<file path="src/include/core_cfg.svh">
`ifndef CORE_CFG_SVH
`define CORE_CFG_SVH

// datapath width
`define CORE_XLEN   32

// integer register file
`define CORE_NREG   32
`define CORE_REG_AW 5

// micro-op tag, also used by the busy scoreboard
`define CORE_TAG_W  4

// csr address space
`define CORE_CSR_AW 12

`endif

</file>
<file path="src/hw/core_pkg.sv">
`include "core_cfg.svh"

package core_pkg;

    typedef enum logic [2:0] {
        op_alu,
        op_load,
        op_store,
        op_branch,
        op_csr
    } uop_op_e;

    // csrs held by csr_file, standard machine-mode addresses
    typedef enum logic [`CORE_CSR_AW-1:0] {
        csr_mtvec    = 12'h305,
        csr_mscratch = 12'h340,
        csr_mepc     = 12'h341,
        csr_mcause   = 12'h342
    } csr_idx_e;

    typedef struct packed {
        logic                    valid;
        uop_op_e                 op;
        logic [`CORE_XLEN-1:0]   pc;
        logic [`CORE_XLEN-1:0]   imm;
        logic [`CORE_TAG_W-1:0]  tag;
        logic [`CORE_REG_AW-1:0] rs1;
        logic                    rs1_en;
        logic [`CORE_REG_AW-1:0] rs2;
        logic                    rs2_en;
        logic [`CORE_REG_AW-1:0] rd;
        logic                    rd_alloc;
        logic [`CORE_CSR_AW-1:0] csr_addr;
        logic                    csr_rd_en;
        logic                    csr_alloc;
    } dec_uop_t;

    // source addresses replaced by operand data
    typedef struct packed {
        logic                    valid;
        uop_op_e                 op;
        logic [`CORE_XLEN-1:0]   pc;
        logic [`CORE_XLEN-1:0]   imm;
        logic [`CORE_TAG_W-1:0]  tag;
        logic                    rs1_en;
        logic [`CORE_XLEN-1:0]   rs1_data;
        logic                    rs2_en;
        logic [`CORE_XLEN-1:0]   rs2_data;
        logic [`CORE_REG_AW-1:0] rd;
        logic                    rd_alloc;
        logic [`CORE_CSR_AW-1:0] csr_addr;
        logic                    csr_rd_en;
        logic                    csr_alloc;
        logic [`CORE_XLEN-1:0]   csr_data;
    } exe_uop_t;

endpackage

</file>
<file path="src/hw/csr_file.sv">
`timescale 1ns/100ps

`include "core_cfg.svh"

module csr_file import core_pkg::*; (
    input  logic                    clk_i,
    input  logic                    rstn_i,

    input  logic [`CORE_CSR_AW-1:0] rd_addr_i,
    output logic [`CORE_XLEN-1:0]   rd_data_o,
    output logic                    rd_ready_o,

    input  logic                    alloc_i,     // allocates the csr on rd_addr_i
    input  logic [`CORE_TAG_W-1:0]  alloc_tag_i,

    input  logic                    wb_valid_i,
    input  logic [`CORE_CSR_AW-1:0] wb_addr_i,
    input  logic [`CORE_TAG_W-1:0]  wb_tag_i,
    input  logic [`CORE_XLEN-1:0]   wb_data_i
);

    localparam int NCSR = 4;

    logic [`CORE_XLEN-1:0]  data_q [NCSR];
    logic [`CORE_TAG_W-1:0] tag_q  [NCSR];
    logic [NCSR-1:0]        busy_q;

    logic [2:0] rd_slot;  // {hit, index}
    logic [2:0] wb_slot;
    logic       alloc_ok;
    logic       wb_ok;
    logic       dup_tag;

    // address decode onto the four storage slots
    function automatic logic [2:0] csr_slot(input logic [`CORE_CSR_AW-1:0] addr);
        case (addr)
            csr_mscratch: return 3'b100;
            csr_mtvec:    return 3'b101;
            csr_mepc:     return 3'b110;
            csr_mcause:   return 3'b111;
            default:      return 3'b000;
        endcase
    endfunction

    assign rd_slot = csr_slot(rd_addr_i);
    assign wb_slot = csr_slot(wb_addr_i);

    assign alloc_ok = alloc_i && rd_slot[2];
    assign wb_ok    = wb_valid_i && wb_slot[2]
                   && busy_q[wb_slot[1:0]]
                   && (tag_q[wb_slot[1:0]] == wb_tag_i)
                   && !(alloc_ok && (rd_slot[1:0] == wb_slot[1:0]));

    always_ff @(posedge clk_i) begin
        if (!rstn_i) begin
            busy_q <= '0;
            for (int i = 0; i < NCSR; i++) begin
                data_q[i] <= '0;
            end
        end else begin
            if (wb_ok) begin
                data_q[wb_slot[1:0]] <= wb_data_i;
                busy_q[wb_slot[1:0]] <= 1'b0;
            end
            if (alloc_ok) begin
                busy_q[rd_slot[1:0]] <= 1'b1;
                tag_q[rd_slot[1:0]]  <= alloc_tag_i;
            end
        end
    end

    // unknown addresses read zero and never stall
    assign rd_data_o  = rd_slot[2] ? data_q[rd_slot[1:0]] : '0;
    assign rd_ready_o = !rd_slot[2] || !busy_q[rd_slot[1:0]];

    always_comb begin
        dup_tag = 1'b0;
        for (int i = 0; i < NCSR; i++) begin
            for (int j = i + 1; j < NCSR; j++) begin
                if (busy_q[i] && busy_q[j] && (tag_q[i] == tag_q[j])) dup_tag = 1'b1;
            end
        end
    end

    // tags are unique among in-flight micro-ops
    a_unique_tag: assert property (@(posedge clk_i) disable iff (!rstn_i) !dup_tag);

endmodule

</file>
<file path="src/hw/reg_file.sv">
`timescale 1ns/100ps

`include "core_cfg.svh"

module reg_file (
    input  logic                    clk_i,
    input  logic                    rstn_i,

    input  logic [`CORE_REG_AW-1:0] rd_addr1_i,
    output logic [`CORE_XLEN-1:0]   rd_data1_o,
    output logic                    rd_ready1_o,
    input  logic [`CORE_REG_AW-1:0] rd_addr2_i,
    output logic [`CORE_XLEN-1:0]   rd_data2_o,
    output logic                    rd_ready2_o,

    input  logic                    alloc_i,
    input  logic [`CORE_REG_AW-1:0] alloc_addr_i,
    input  logic [`CORE_TAG_W-1:0]  alloc_tag_i,

    input  logic                    wb_valid_i,
    input  logic [`CORE_REG_AW-1:0] wb_addr_i,
    input  logic [`CORE_TAG_W-1:0]  wb_tag_i,
    input  logic [`CORE_XLEN-1:0]   wb_data_i
);

    logic [`CORE_XLEN-1:0]  data_q [`CORE_NREG];
    logic [`CORE_TAG_W-1:0] tag_q  [`CORE_NREG];
    logic [`CORE_NREG-1:0]  busy_q;

    logic alloc_ok;
    logic wb_ok;

    // x0 is never tracked
    assign alloc_ok = alloc_i && (alloc_addr_i != '0);

    // stale or untracked writebacks are dropped; allocation wins a collision
    assign wb_ok = wb_valid_i
                && busy_q[wb_addr_i]
                && (tag_q[wb_addr_i] == wb_tag_i)
                && !(alloc_ok && (alloc_addr_i == wb_addr_i));

    always_ff @(posedge clk_i) begin
        if (!rstn_i) begin
            busy_q <= '0;
            for (int i = 0; i < `CORE_NREG; i++) begin
                data_q[i] <= '0;
            end
        end else begin
            if (wb_ok) begin
                data_q[wb_addr_i] <= wb_data_i;
                busy_q[wb_addr_i] <= 1'b0;
            end
            if (alloc_ok) begin
                busy_q[alloc_addr_i] <= 1'b1;
                tag_q[alloc_addr_i]  <= alloc_tag_i;
            end
        end
    end

    // both read ports see x0 as zero and always ready
    assign rd_data1_o  = (rd_addr1_i == '0) ? '0 : data_q[rd_addr1_i];
    assign rd_ready1_o = (rd_addr1_i == '0) || !busy_q[rd_addr1_i];
    assign rd_data2_o  = (rd_addr2_i == '0) ? '0 : data_q[rd_addr2_i];
    assign rd_ready2_o = (rd_addr2_i == '0) || !busy_q[rd_addr2_i];

    // the stage must filter rd == x0 before requesting an allocation
    a_no_x0_alloc: assert property (
        @(posedge clk_i) disable iff (!rstn_i)
        !(alloc_i && (alloc_addr_i == '0))
    );

endmodule

</file>
<file path="src/hw/reg_read.sv">
`timescale 1ns/100ps

`include "core_cfg.svh"

module reg_read import core_pkg::*; (
    input  logic                    clk_i,
    input  logic                    rstn_i,

    input  dec_uop_t                dec_uop_i,
    output logic                    stall_o,

    output exe_uop_t                exe_uop_o,
    input  logic                    exe_stall_i,
    input  logic                    flush_i,

    input  logic                    wb_valid_i,
    input  logic [`CORE_REG_AW-1:0] wb_addr_i,
    input  logic [`CORE_TAG_W-1:0]  wb_tag_i,
    input  logic [`CORE_XLEN-1:0]   wb_data_i,

    output logic [`CORE_CSR_AW-1:0] csr_addr_o,
    output logic                    csr_alloc_o,
    output logic [`CORE_TAG_W-1:0]  csr_tag_o,
    input  logic [`CORE_XLEN-1:0]   csr_data_i,
    input  logic                    csr_ready_i
);

    logic [`CORE_XLEN-1:0] rs1_data;
    logic [`CORE_XLEN-1:0] rs2_data;
    logic                  rs1_ready;
    logic                  rs2_ready;
    logic                  hazard;
    logic                  accept;
    logic                  rd_alloc;

    exe_uop_t exe_d;
    exe_uop_t exe_q;

    reg_file i_reg_file (
        .clk_i        ( clk_i         ),
        .rstn_i       ( rstn_i        ),
        .rd_addr1_i   ( dec_uop_i.rs1 ),
        .rd_data1_o   ( rs1_data      ),
        .rd_ready1_o  ( rs1_ready     ),
        .rd_addr2_i   ( dec_uop_i.rs2 ),
        .rd_data2_o   ( rs2_data      ),
        .rd_ready2_o  ( rs2_ready     ),
        .alloc_i      ( rd_alloc      ),
        .alloc_addr_i ( dec_uop_i.rd  ),
        .alloc_tag_i  ( dec_uop_i.tag ),
        .wb_valid_i   ( wb_valid_i    ),
        .wb_addr_i    ( wb_addr_i     ),
        .wb_tag_i     ( wb_tag_i      ),
        .wb_data_i    ( wb_data_i     )
    );

    assign hazard = dec_uop_i.valid
                 && ((dec_uop_i.rs1_en    && !rs1_ready)
                  || (dec_uop_i.rs2_en    && !rs2_ready)
                  || (dec_uop_i.csr_rd_en && !csr_ready_i));

    assign stall_o = hazard || exe_stall_i;
    assign accept  = dec_uop_i.valid && !hazard && !exe_stall_i && !flush_i;

    // destinations are marked busy only for accepted micro-ops
    assign rd_alloc    = accept && dec_uop_i.rd_alloc && (dec_uop_i.rd != '0);
    assign csr_alloc_o = accept && dec_uop_i.csr_alloc;
    assign csr_addr_o  = dec_uop_i.csr_addr;
    assign csr_tag_o   = dec_uop_i.tag;

    always_comb begin
        exe_d.valid     = accept;  // a hazard leaves a bubble
        exe_d.op        = dec_uop_i.op;
        exe_d.pc        = dec_uop_i.pc;
        exe_d.imm       = dec_uop_i.imm;
        exe_d.tag       = dec_uop_i.tag;
        exe_d.rs1_en    = dec_uop_i.rs1_en;
        exe_d.rs1_data  = dec_uop_i.rs1_en ? rs1_data : '0;
        exe_d.rs2_en    = dec_uop_i.rs2_en;
        exe_d.rs2_data  = dec_uop_i.rs2_en ? rs2_data : '0;
        exe_d.rd        = dec_uop_i.rd;
        exe_d.rd_alloc  = dec_uop_i.rd_alloc;
        exe_d.csr_addr  = dec_uop_i.csr_addr;
        exe_d.csr_rd_en = dec_uop_i.csr_rd_en;
        exe_d.csr_alloc = dec_uop_i.csr_alloc;
        exe_d.csr_data  = dec_uop_i.csr_rd_en ? csr_data_i : '0;
    end

    always_ff @(posedge clk_i) begin
        if (!rstn_i) begin
            exe_q <= '0;
        end else if (flush_i) begin
            exe_q.valid <= 1'b0;  // flush beats hold
        end else if (!exe_stall_i) begin
            exe_q <= exe_d;
        end
    end

    assign exe_uop_o = exe_q;

    a_flush_clears: assert property (
        @(posedge clk_i) disable iff (!rstn_i)
        flush_i |=> !exe_uop_o.valid
    );

    a_hold_on_stall: assert property (
        @(posedge clk_i) disable iff (!rstn_i)
        (exe_stall_i && !flush_i) |=> $stable(exe_uop_o)
    );

endmodule

</file>
<file path="src/hw/reg_read_top.sv">
`timescale 1ns/100ps

`include "core_cfg.svh"

module reg_read_top import core_pkg::*; (
    input  logic                    clk_i,
    input  logic                    rstn_i,

    input  dec_uop_t                dec_uop_i,
    output logic                    stall_o,
    output exe_uop_t                exe_uop_o,
    input  logic                    exe_stall_i,
    input  logic                    flush_i,

    input  logic                    wb_valid_i,
    input  logic [`CORE_REG_AW-1:0] wb_addr_i,
    input  logic [`CORE_TAG_W-1:0]  wb_tag_i,
    input  logic [`CORE_XLEN-1:0]   wb_data_i,

    input  logic                    csr_wb_valid_i,
    input  logic [`CORE_CSR_AW-1:0] csr_wb_addr_i,
    input  logic [`CORE_TAG_W-1:0]  csr_wb_tag_i,
    input  logic [`CORE_XLEN-1:0]   csr_wb_data_i
);

    logic [`CORE_CSR_AW-1:0] csr_addr;
    logic                    csr_alloc;
    logic [`CORE_TAG_W-1:0]  csr_tag;
    logic [`CORE_XLEN-1:0]   csr_data;
    logic                    csr_ready;

    reg_read i_reg_read (
        .clk_i       ( clk_i       ),
        .rstn_i      ( rstn_i      ),
        .dec_uop_i   ( dec_uop_i   ),
        .stall_o     ( stall_o     ),
        .exe_uop_o   ( exe_uop_o   ),
        .exe_stall_i ( exe_stall_i ),
        .flush_i     ( flush_i     ),
        .wb_valid_i  ( wb_valid_i  ),
        .wb_addr_i   ( wb_addr_i   ),
        .wb_tag_i    ( wb_tag_i    ),
        .wb_data_i   ( wb_data_i   ),
        .csr_addr_o  ( csr_addr    ),
        .csr_alloc_o ( csr_alloc   ),
        .csr_tag_o   ( csr_tag     ),
        .csr_data_i  ( csr_data    ),
        .csr_ready_i ( csr_ready   )
    );

    csr_file i_csr_file (
        .clk_i       ( clk_i          ),
        .rstn_i      ( rstn_i         ),
        .rd_addr_i   ( csr_addr       ),
        .rd_data_o   ( csr_data       ),
        .rd_ready_o  ( csr_ready      ),
        .alloc_i     ( csr_alloc      ),
        .alloc_tag_i ( csr_tag        ),
        .wb_valid_i  ( csr_wb_valid_i ),
        .wb_addr_i   ( csr_wb_addr_i  ),
        .wb_tag_i    ( csr_wb_tag_i   ),
        .wb_data_i   ( csr_wb_data_i  )
    );

endmodule

</file>
<file path="config.mk">
export PLATFORM = sky130hd
export DESIGN_NAME = reg_read_top
export DESIGN_NICKNAME = d
export VERILOG_FILES = /design/src/hw/core_pkg.sv /design/src/hw/csr_file.sv /design/src/hw/reg_file.sv /design/src/hw/reg_read.sv /design/src/hw/reg_read_top.sv
export VERILOG_INCLUDE_DIRS = /design/src /design/src/include
export SDC_FILE = /design/constraint.sdc
export NUM_CORES = 2
export LEC_CHECK = 0
export BUFFER_PORTS_ARGS = -buffer_cell sky130_fd_sc_hd__buf_2
export CORE_MARGIN = 2
export CORE_UTILIZATION = 45
export CTS_BUF_LIST = sky130_fd_sc_hd__clkbuf_4 sky130_fd_sc_hd__clkbuf_8 sky130_fd_sc_hd__clkbuf_16
export CTS_CLUSTER_SIZE = 24
export DETAILED_ROUTE_END_ITERATION = 8
export GPL_ROUTABILITY_DRIVEN = 0
export SLEW_MARGIN = 30
export SYNTH_ARGS = -nofsm -noshare
export SYNTH_HDL_FRONTEND = slang
export SYNTH_SLANG_ARGS = --single-unit
</file>
<file path="constraint.sdc">
create_clock -name clk_i -period 8.75 [get_ports clk_i]
set_input_delay 1.75 -clock clk_i [delete_from_list [all_inputs] [get_ports clk_i]]
set_output_delay 1.75 -clock clk_i [all_outputs]
set_load 0.02 [all_outputs]
</file>
Word-level counts from Yosys, hierarchy flattened --
Memory sizes are Yosys's and may differ from the RTL's. Cells that the tools add are included.
Operators by class: magnitude comparators 10, muxes and demuxes 51, bitwise logic cells 9, reduce and logical (&&, ||, !) cells 50, equal/unequal tests 12
Operator list (number):
- 32-bit 2-to-1 mux | 11
- 12-bit by 10-bit == test with 1-bit output, second input constant | 8
- 32-bit OR reduction | 2
- 32-bit AND | 1
- 32-bit inverter | 1
- 32-bit OR | 1
- 1-bit logical AND | 25
- 5-bit by 6-bit < comparator with 1-bit output, second input constant | 4
- 1-bit 2-to-1 mux | 24
- 3-bit one-hot mux with 4 select lines | 2
- 1-bit binary-select mux with 5-bit select | 3
- 1-bit logical NOT | 12
- 4-bit 2-to-1 mux | 3
- 1-bit demux with 5-bit select | 2
- 5-bit by 1-bit greater-or-equal comparator with 1-bit output, second input constant | 2
- 5-bit logical NOT | 2
- 4-bit == test | 2
- 1-bit logical OR | 6
- 2-bit by 3-bit < comparator with 1-bit output, second input constant | 2
- 5-bit == test | 1
- 5-bit 2-to-1 mux | 1
- 5-bit nonzero test | 1
- 4-bit AND | 1
- 1-bit binary-select mux with 2-bit select | 2
- other kinds (9) | 13
Word-level totals: word-level logic and storage cells 153, memories 4, register bits after elaboration 226, bits in writable memories 1296, output and inout bits 191
Memories:
- i_reg_read.i_reg_file.data_q | depth 32, width 32, read ports 2, clocked after Yosys merged registers in 0, write ports 32, line reg_file.sv:26 | logic [`CORE_XLEN-1:0] data_q [`CORE_NREG];
- i_csr_file.data_q | depth 4, width 32, read ports 1, clocked after Yosys merged registers in 0, write ports 4, line csr_file.sv:24 | logic [`CORE_XLEN-1:0] data_q [NCSR];
- i_reg_read.i_reg_file.tag_q | depth 32, width 4, read ports 1, clocked after Yosys merged registers in 0, write ports 1, line reg_file.sv:27 | logic [`CORE_TAG_W-1:0] tag_q [`CORE_NREG];
- i_csr_file.tag_q | depth 4, width 4, read ports 1, clocked after Yosys merged registers in 0, write ports 1, line csr_file.sv:25 | logic [`CORE_TAG_W-1:0] tag_q [NCSR];

Longest topological paths before layout --
word-level depth 25, mapped depth 14

Hierarchy --
Synthesis repeated with hierarchy kept, for this count alone.
Second synthesis, totals: cells, all modules 5218, area, all modules 72648.4 µm²
Modules (own cells, without submodules):
- reg_file | instances 1, area an instance 59254.3 µm², cells an instance 3805, seq. area each 35233.8 µm²
- reg_read | instances 1, area an instance 6862.8 µm², cells an instance 862, seq. area each 3803.6 µm²
- csr_file | instances 1, area an instance 6531.3 µm², cells an instance 551, seq. area each 4404.2 µm²

Least setup slack after synthesis --
Ideal clock, no wire load.
path kind input to register, from input port wb_addr_i[1], to memory i_reg_read.i_reg_file.data_q[17][0] in the netlist's numbering, enable pin, library setup time 466 ps, data required time 8284 ps, stages 13, path buffers 5, arrival time 6852 ps, slack 1432 ps, path through buf_2 -> buf_4 -> buf_2 -> buf_2 -> mux2i_1 -> o22ai_1 -> nor4_1 -> a21o_1 -> nand4_1 -> nor4_4 -> nand2_1 -> clkbuf_1 -> o21ai_0
RTL lines:
- start: declaration | line reg_read_top.sv:16 | input logic [`CORE_REG_AW-1:0] wb_addr_i,
- end: declaration | line reg_file.sv:26

Worst setup path in the final report --
from input port dec_uop_i[22] in the netlist's numbering, to output port stall_o
On the way: longest elaborated chain between the ends 10, elaborated cells on any way between the ends 11
Ends and longest elaborated chain:
- start: declaration | line reg_read_top.sv:9 | input dec_uop_t dec_uop_i,
- 1-bit binary-select mux with 5-bit select | line reg_file.sv:64 | assign rd_ready2_o = (rd_addr2_i == '0) || !busy_q[rd_addr2_i];
- 1-bit 2-to-1 mux (not written as such) | line reg_file.sv:64
- 1-bit logical NOT | line reg_file.sv:64
- 1-bit logical OR (*) | line reg_file.sv:64
- 1-bit logical NOT (*) | line reg_read.sv:59 | || (dec_uop_i.rs2_en && !rs2_ready)
- 1-bit logical AND (*) | line reg_read.sv:59
- 1-bit logical OR (*) | line reg_read.sv:59
- 1-bit logical OR (*) | line reg_read.sv:60 | || (dec_uop_i.csr_rd_en && !csr_ready_i));
- 1-bit logical AND (*) | line reg_read.sv:58 | && ((dec_uop_i.rs1_en && !rs1_ready)
- 1-bit logical OR (*) | line reg_read.sv:62 | assign stall_o = hazard || exe_stall_i;
- end: declaration | line reg_read_top.sv:10 | output logic stall_o,
Mark *: on every way between the ends. The rest lies on a longest branch, timed or not. The select of a mux whose other input is x is not followed.

==> results.sh <==
export IMPL_finalHoldViolations=0
export IMPL_clk_path_buf_depth=3
export IMPL_wl_mm=261
export IMPL_clk_pin_slew_worst_paths_ps=60
export IMPL_cp_max_fo=67
export IMPL_vdd_drop_max_mv=0.177
export IMPL_start_kind="primary input"
export IMPL_crit_path_end_kind="output pin"
export IMPL_postCtsSetupRepairBufs=0
export IMPL_regArea_um2=43400
export IMPL_holdBufCountCts=0
export IMPL_wl_per_cell_um=32.6
export IMPL_io_pins=390
export IMPL_relSlewSlack_pct=27.8
export IMPL_grt_pass1_vias=51200
export IMPL_grt_max_degree=141
export IMPL_switchingPower_w=0.00408
export IMPL_synth_fa_ha_area_share_pct=0
export IMPL_yosys_warnings=0
export IMPL_synth_mux_area_share_pct=19.1
export IMPL_cp_required_ps=7000
export IMPL_p_per_area_nw_per_um2=202
export IMPL_p_int_w=0.0126
export IMPL_hold_class="flip-flop to flip-flop"
export IMPL_layout_common_cells="1,296 x edfxtp_1, 1,205 x nor2_1, 461 x mux4_2"
export IMPL_fin_crit_ps=6490
export IMPL_p_clk_share_pct=41.5
export IMPL_synth_flop_cell="edfxtp_1"
export IMPL_met1Wirelength_mm=92.7
export IMPL_outcome="finished clean"
export IMPL_wl_met2_mm=124
export IMPL_dieArea_um2=165000
export IMPL_top_layer="met5"
export IMPL_route_met3_wl_mm=28.9
export IMPL_drtPass1Iterations=6
export IMPL_design_area_um2=82400
export IMPL_p_leak_nw=28.2
export IMPL_synth_compound_area_share_pct=6.72
export IMPL_drc=0
export IMPL_clk_latency_ps=830
export IMPL_crit_type="primary input to output pin"
export IMPL_hpwl_mm=152
export IMPL_fin_tns_setup_ps=0
export IMPL_worst_slew_pin_slew_ps=1080
export IMPL_area_delta_synth_final_pct=13.4
export IMPL_ant_nets=0
export IMPL_coreArea_um2=160000
export IMPL_finalSetupViolCount=0
export IMPL_drt_iter0_drc=6537
export IMPL_syn_avg_cell_area_um2=13.2
export IMPL_grt_overflow_total=0
export IMPL_track_usage_pct=31.4
export IMPL_drv_cap=0
export IMPL_synth_xor_area_share_pct=0.0965
export IMPL_worst_ep_arrival_time_ps=4740
export IMPL_yosys_area_top_type="edfxtp_1"
export IMPL_slew_viol_final=0
export IMPL_grt_pass1_wl_mm=369
export IMPL_multiInputGateArea_um2=27600
export IMPL_final_cell_count_no_fill=8013
export IMPL_whs_ps=448
export IMPL_syn_area_um2=72600
export IMPL_synth_cell_types=75
export IMPL_placed_cells=7700
export IMPL_synth_top_family_by_area="multiplexers"
export IMPL_place_area_um2=77000
export IMPL_numCtsBuffers=161
export IMPL_cts_tree="built"
export IMPL_cts_root_buf="clkbuf_16"
export IMPL_fmax_mhz=154
export IMPL_p_sw_share_pct=24.5
export IMPL_start_util_pct=45.3
export IMPL_p_comb_share_pct=9.4
export IMPL_num_rows=147
export IMPL_synth_top_area_share_pct=53.6
export IMPL_mostFrequentLayoutCell="edfxtp_1"
export IMPL_fillers=13600
export IMPL_viasPerCell=6.52
export IMPL_ys_async_sr_fraction_pct=0
export IMPL_antenna_found_initial=31
export IMPL_die_x_um=406
export IMPL_rsz0062_at_grt="false"
export IMPL_seq_area_frac_synth_pct=59.8
export IMPL_fin_crit_sh_pct=74.1
export IMPL_drive_gt1_share_pct=23.8
export IMPL_synth_simple_gate_area_share_pct=11.4
export IMPL_routed_via_count=52300
export IMPL_fp_dieH_um=406
export IMPL_ctsResizeCount=0
export IMPL_cts_sinks=1522
export IMPL_cts_max_level=4
export IMPL_synth_edf_count=1296
export IMPL_netlist_top_cells_area="edfxtp_1 54%, mux4_2 14%, nor2_1 6.2%"
export IMPL_synthCells=5521
export IMPL_utilization_pct=51.4
export IMPL_nets=5903
export IMPL_skew_ps=26.3
export IMPL_power_frac_seq_pct=49.1
export IMPL_io_buffers=389
export IMPL_ys_ff_latch=1522
[final timing paths]
path,depth (start not counted),slack (ps),from,to
worst max-delay path,9,2260,dec_uop_i[22],stall_o
worst min-delay path,2,450,i_reg_read.exe_uop_o[186]$_SDFFE_PN0P_,i_reg_read.exe_uop_o[186]$_SDFFE_PN0P_
worst max register to register,9,3910,i_reg_read.i_reg_file.tag_q[18][2]$_DFFE_PP_,i_reg_read.i_reg_file.data_q[25][26]$_SDFFCE_PN0P_
worst min register to register,2,450,i_reg_read.exe_uop_o[186]$_SDFFE_PN0P_,i_reg_read.exe_uop_o[186]$_SDFFE_PN0P_
[layer usage]
layer / up-vias / GRT usage [%]
met5: - / 0
met4: 14 / 16.9
met3: 778 / 6.24
met2: 3606 / 50.9
met1: 26400 / 39.8
li1: 21500 / -
[cells in the mapped netlist (14+ instances only)]
library cell  instances
a211oi_1             59
a21oi_1             231
a221oi_1             64
a22oi_1             106
a31o_2               15
and2_1               42
buf_1                63
buf_2                91
clkbuf_1            322
dfxtp_1             226
edfxtp_1           1296
inv_1                31
mux2_2               66
mux2i_1             271
mux4_2              461
nand2_1             331
nand2b_1             45
nand3_1             134
nor2_1             1209
nor2b_1              14
nor3_1               48
nor4_1               45
o211ai_1             38
o21ai_0              26
o221ai_1             55
o22ai_1              92
[cell families after synthesis]
group           Yosys count
flops                  1522
buf+inv                 518
xor+xnor                  8
other cells               1
compound gates          724
mux                     798
simple gates           1950
[through the flow]
stage	setup slack (ps)	total power (W)
finish	2260	0.0166
global route	2200	0.0170
CTS	2350	0.0166
detailed placement	1630	0.00985
global placement	935	0.00982
floorplan	1430	0.00919
[registers in the layout (all words and copies together), names as in the netlist]
register and count:
i_reg_read.i_reg_file.tag_q 128, i_reg_read.i_reg_file.busy_q 32, i_reg_read.exe_uop_o 190, i_reg_read.i_reg_file.data_q 1024, i_csr_file.tag_q 16, i_csr_file.data_q 128, i_csr_file.busy_q 4
[power groups by stage]
stage	sequential, W	combinational, W	clock [W]
3_3_place_gp	0.00830	0.00152	0
5_1_grt	0.00818	0.00161	0.00721
2_1_floorplan	0.00832	0.000868	0
6_report	0.00817	0.00157	0.00691
4_1_cts	0.00816	0.00154	0.00694
3_5_place_dp	0.00832	0.00154	0
[area by class of cell]
class | instances | area share, %
Clock inverter | 79 | 0.816
Clock buffer | 218 | 5.57
Sequential cell | 1522 | 52.7
Multi-Input combinational cell | 3484 | 33.5
Tap cell | 2160 | 3.28
Inverter | 31 | 0.150
Timing Repair Buffer | 504 | 3.87
Antenna cell | 15 | 0.0456
[critical path: stages]
cell,delay [ps]
buf_8,470
or3b_4,700
o221ai_1,320
a211oi_1,80
a211oi_1,540
nor3_1,200
buf_4,220
o21bai_1,130
buf_2,200
Power figures use the tool's default switching activity.
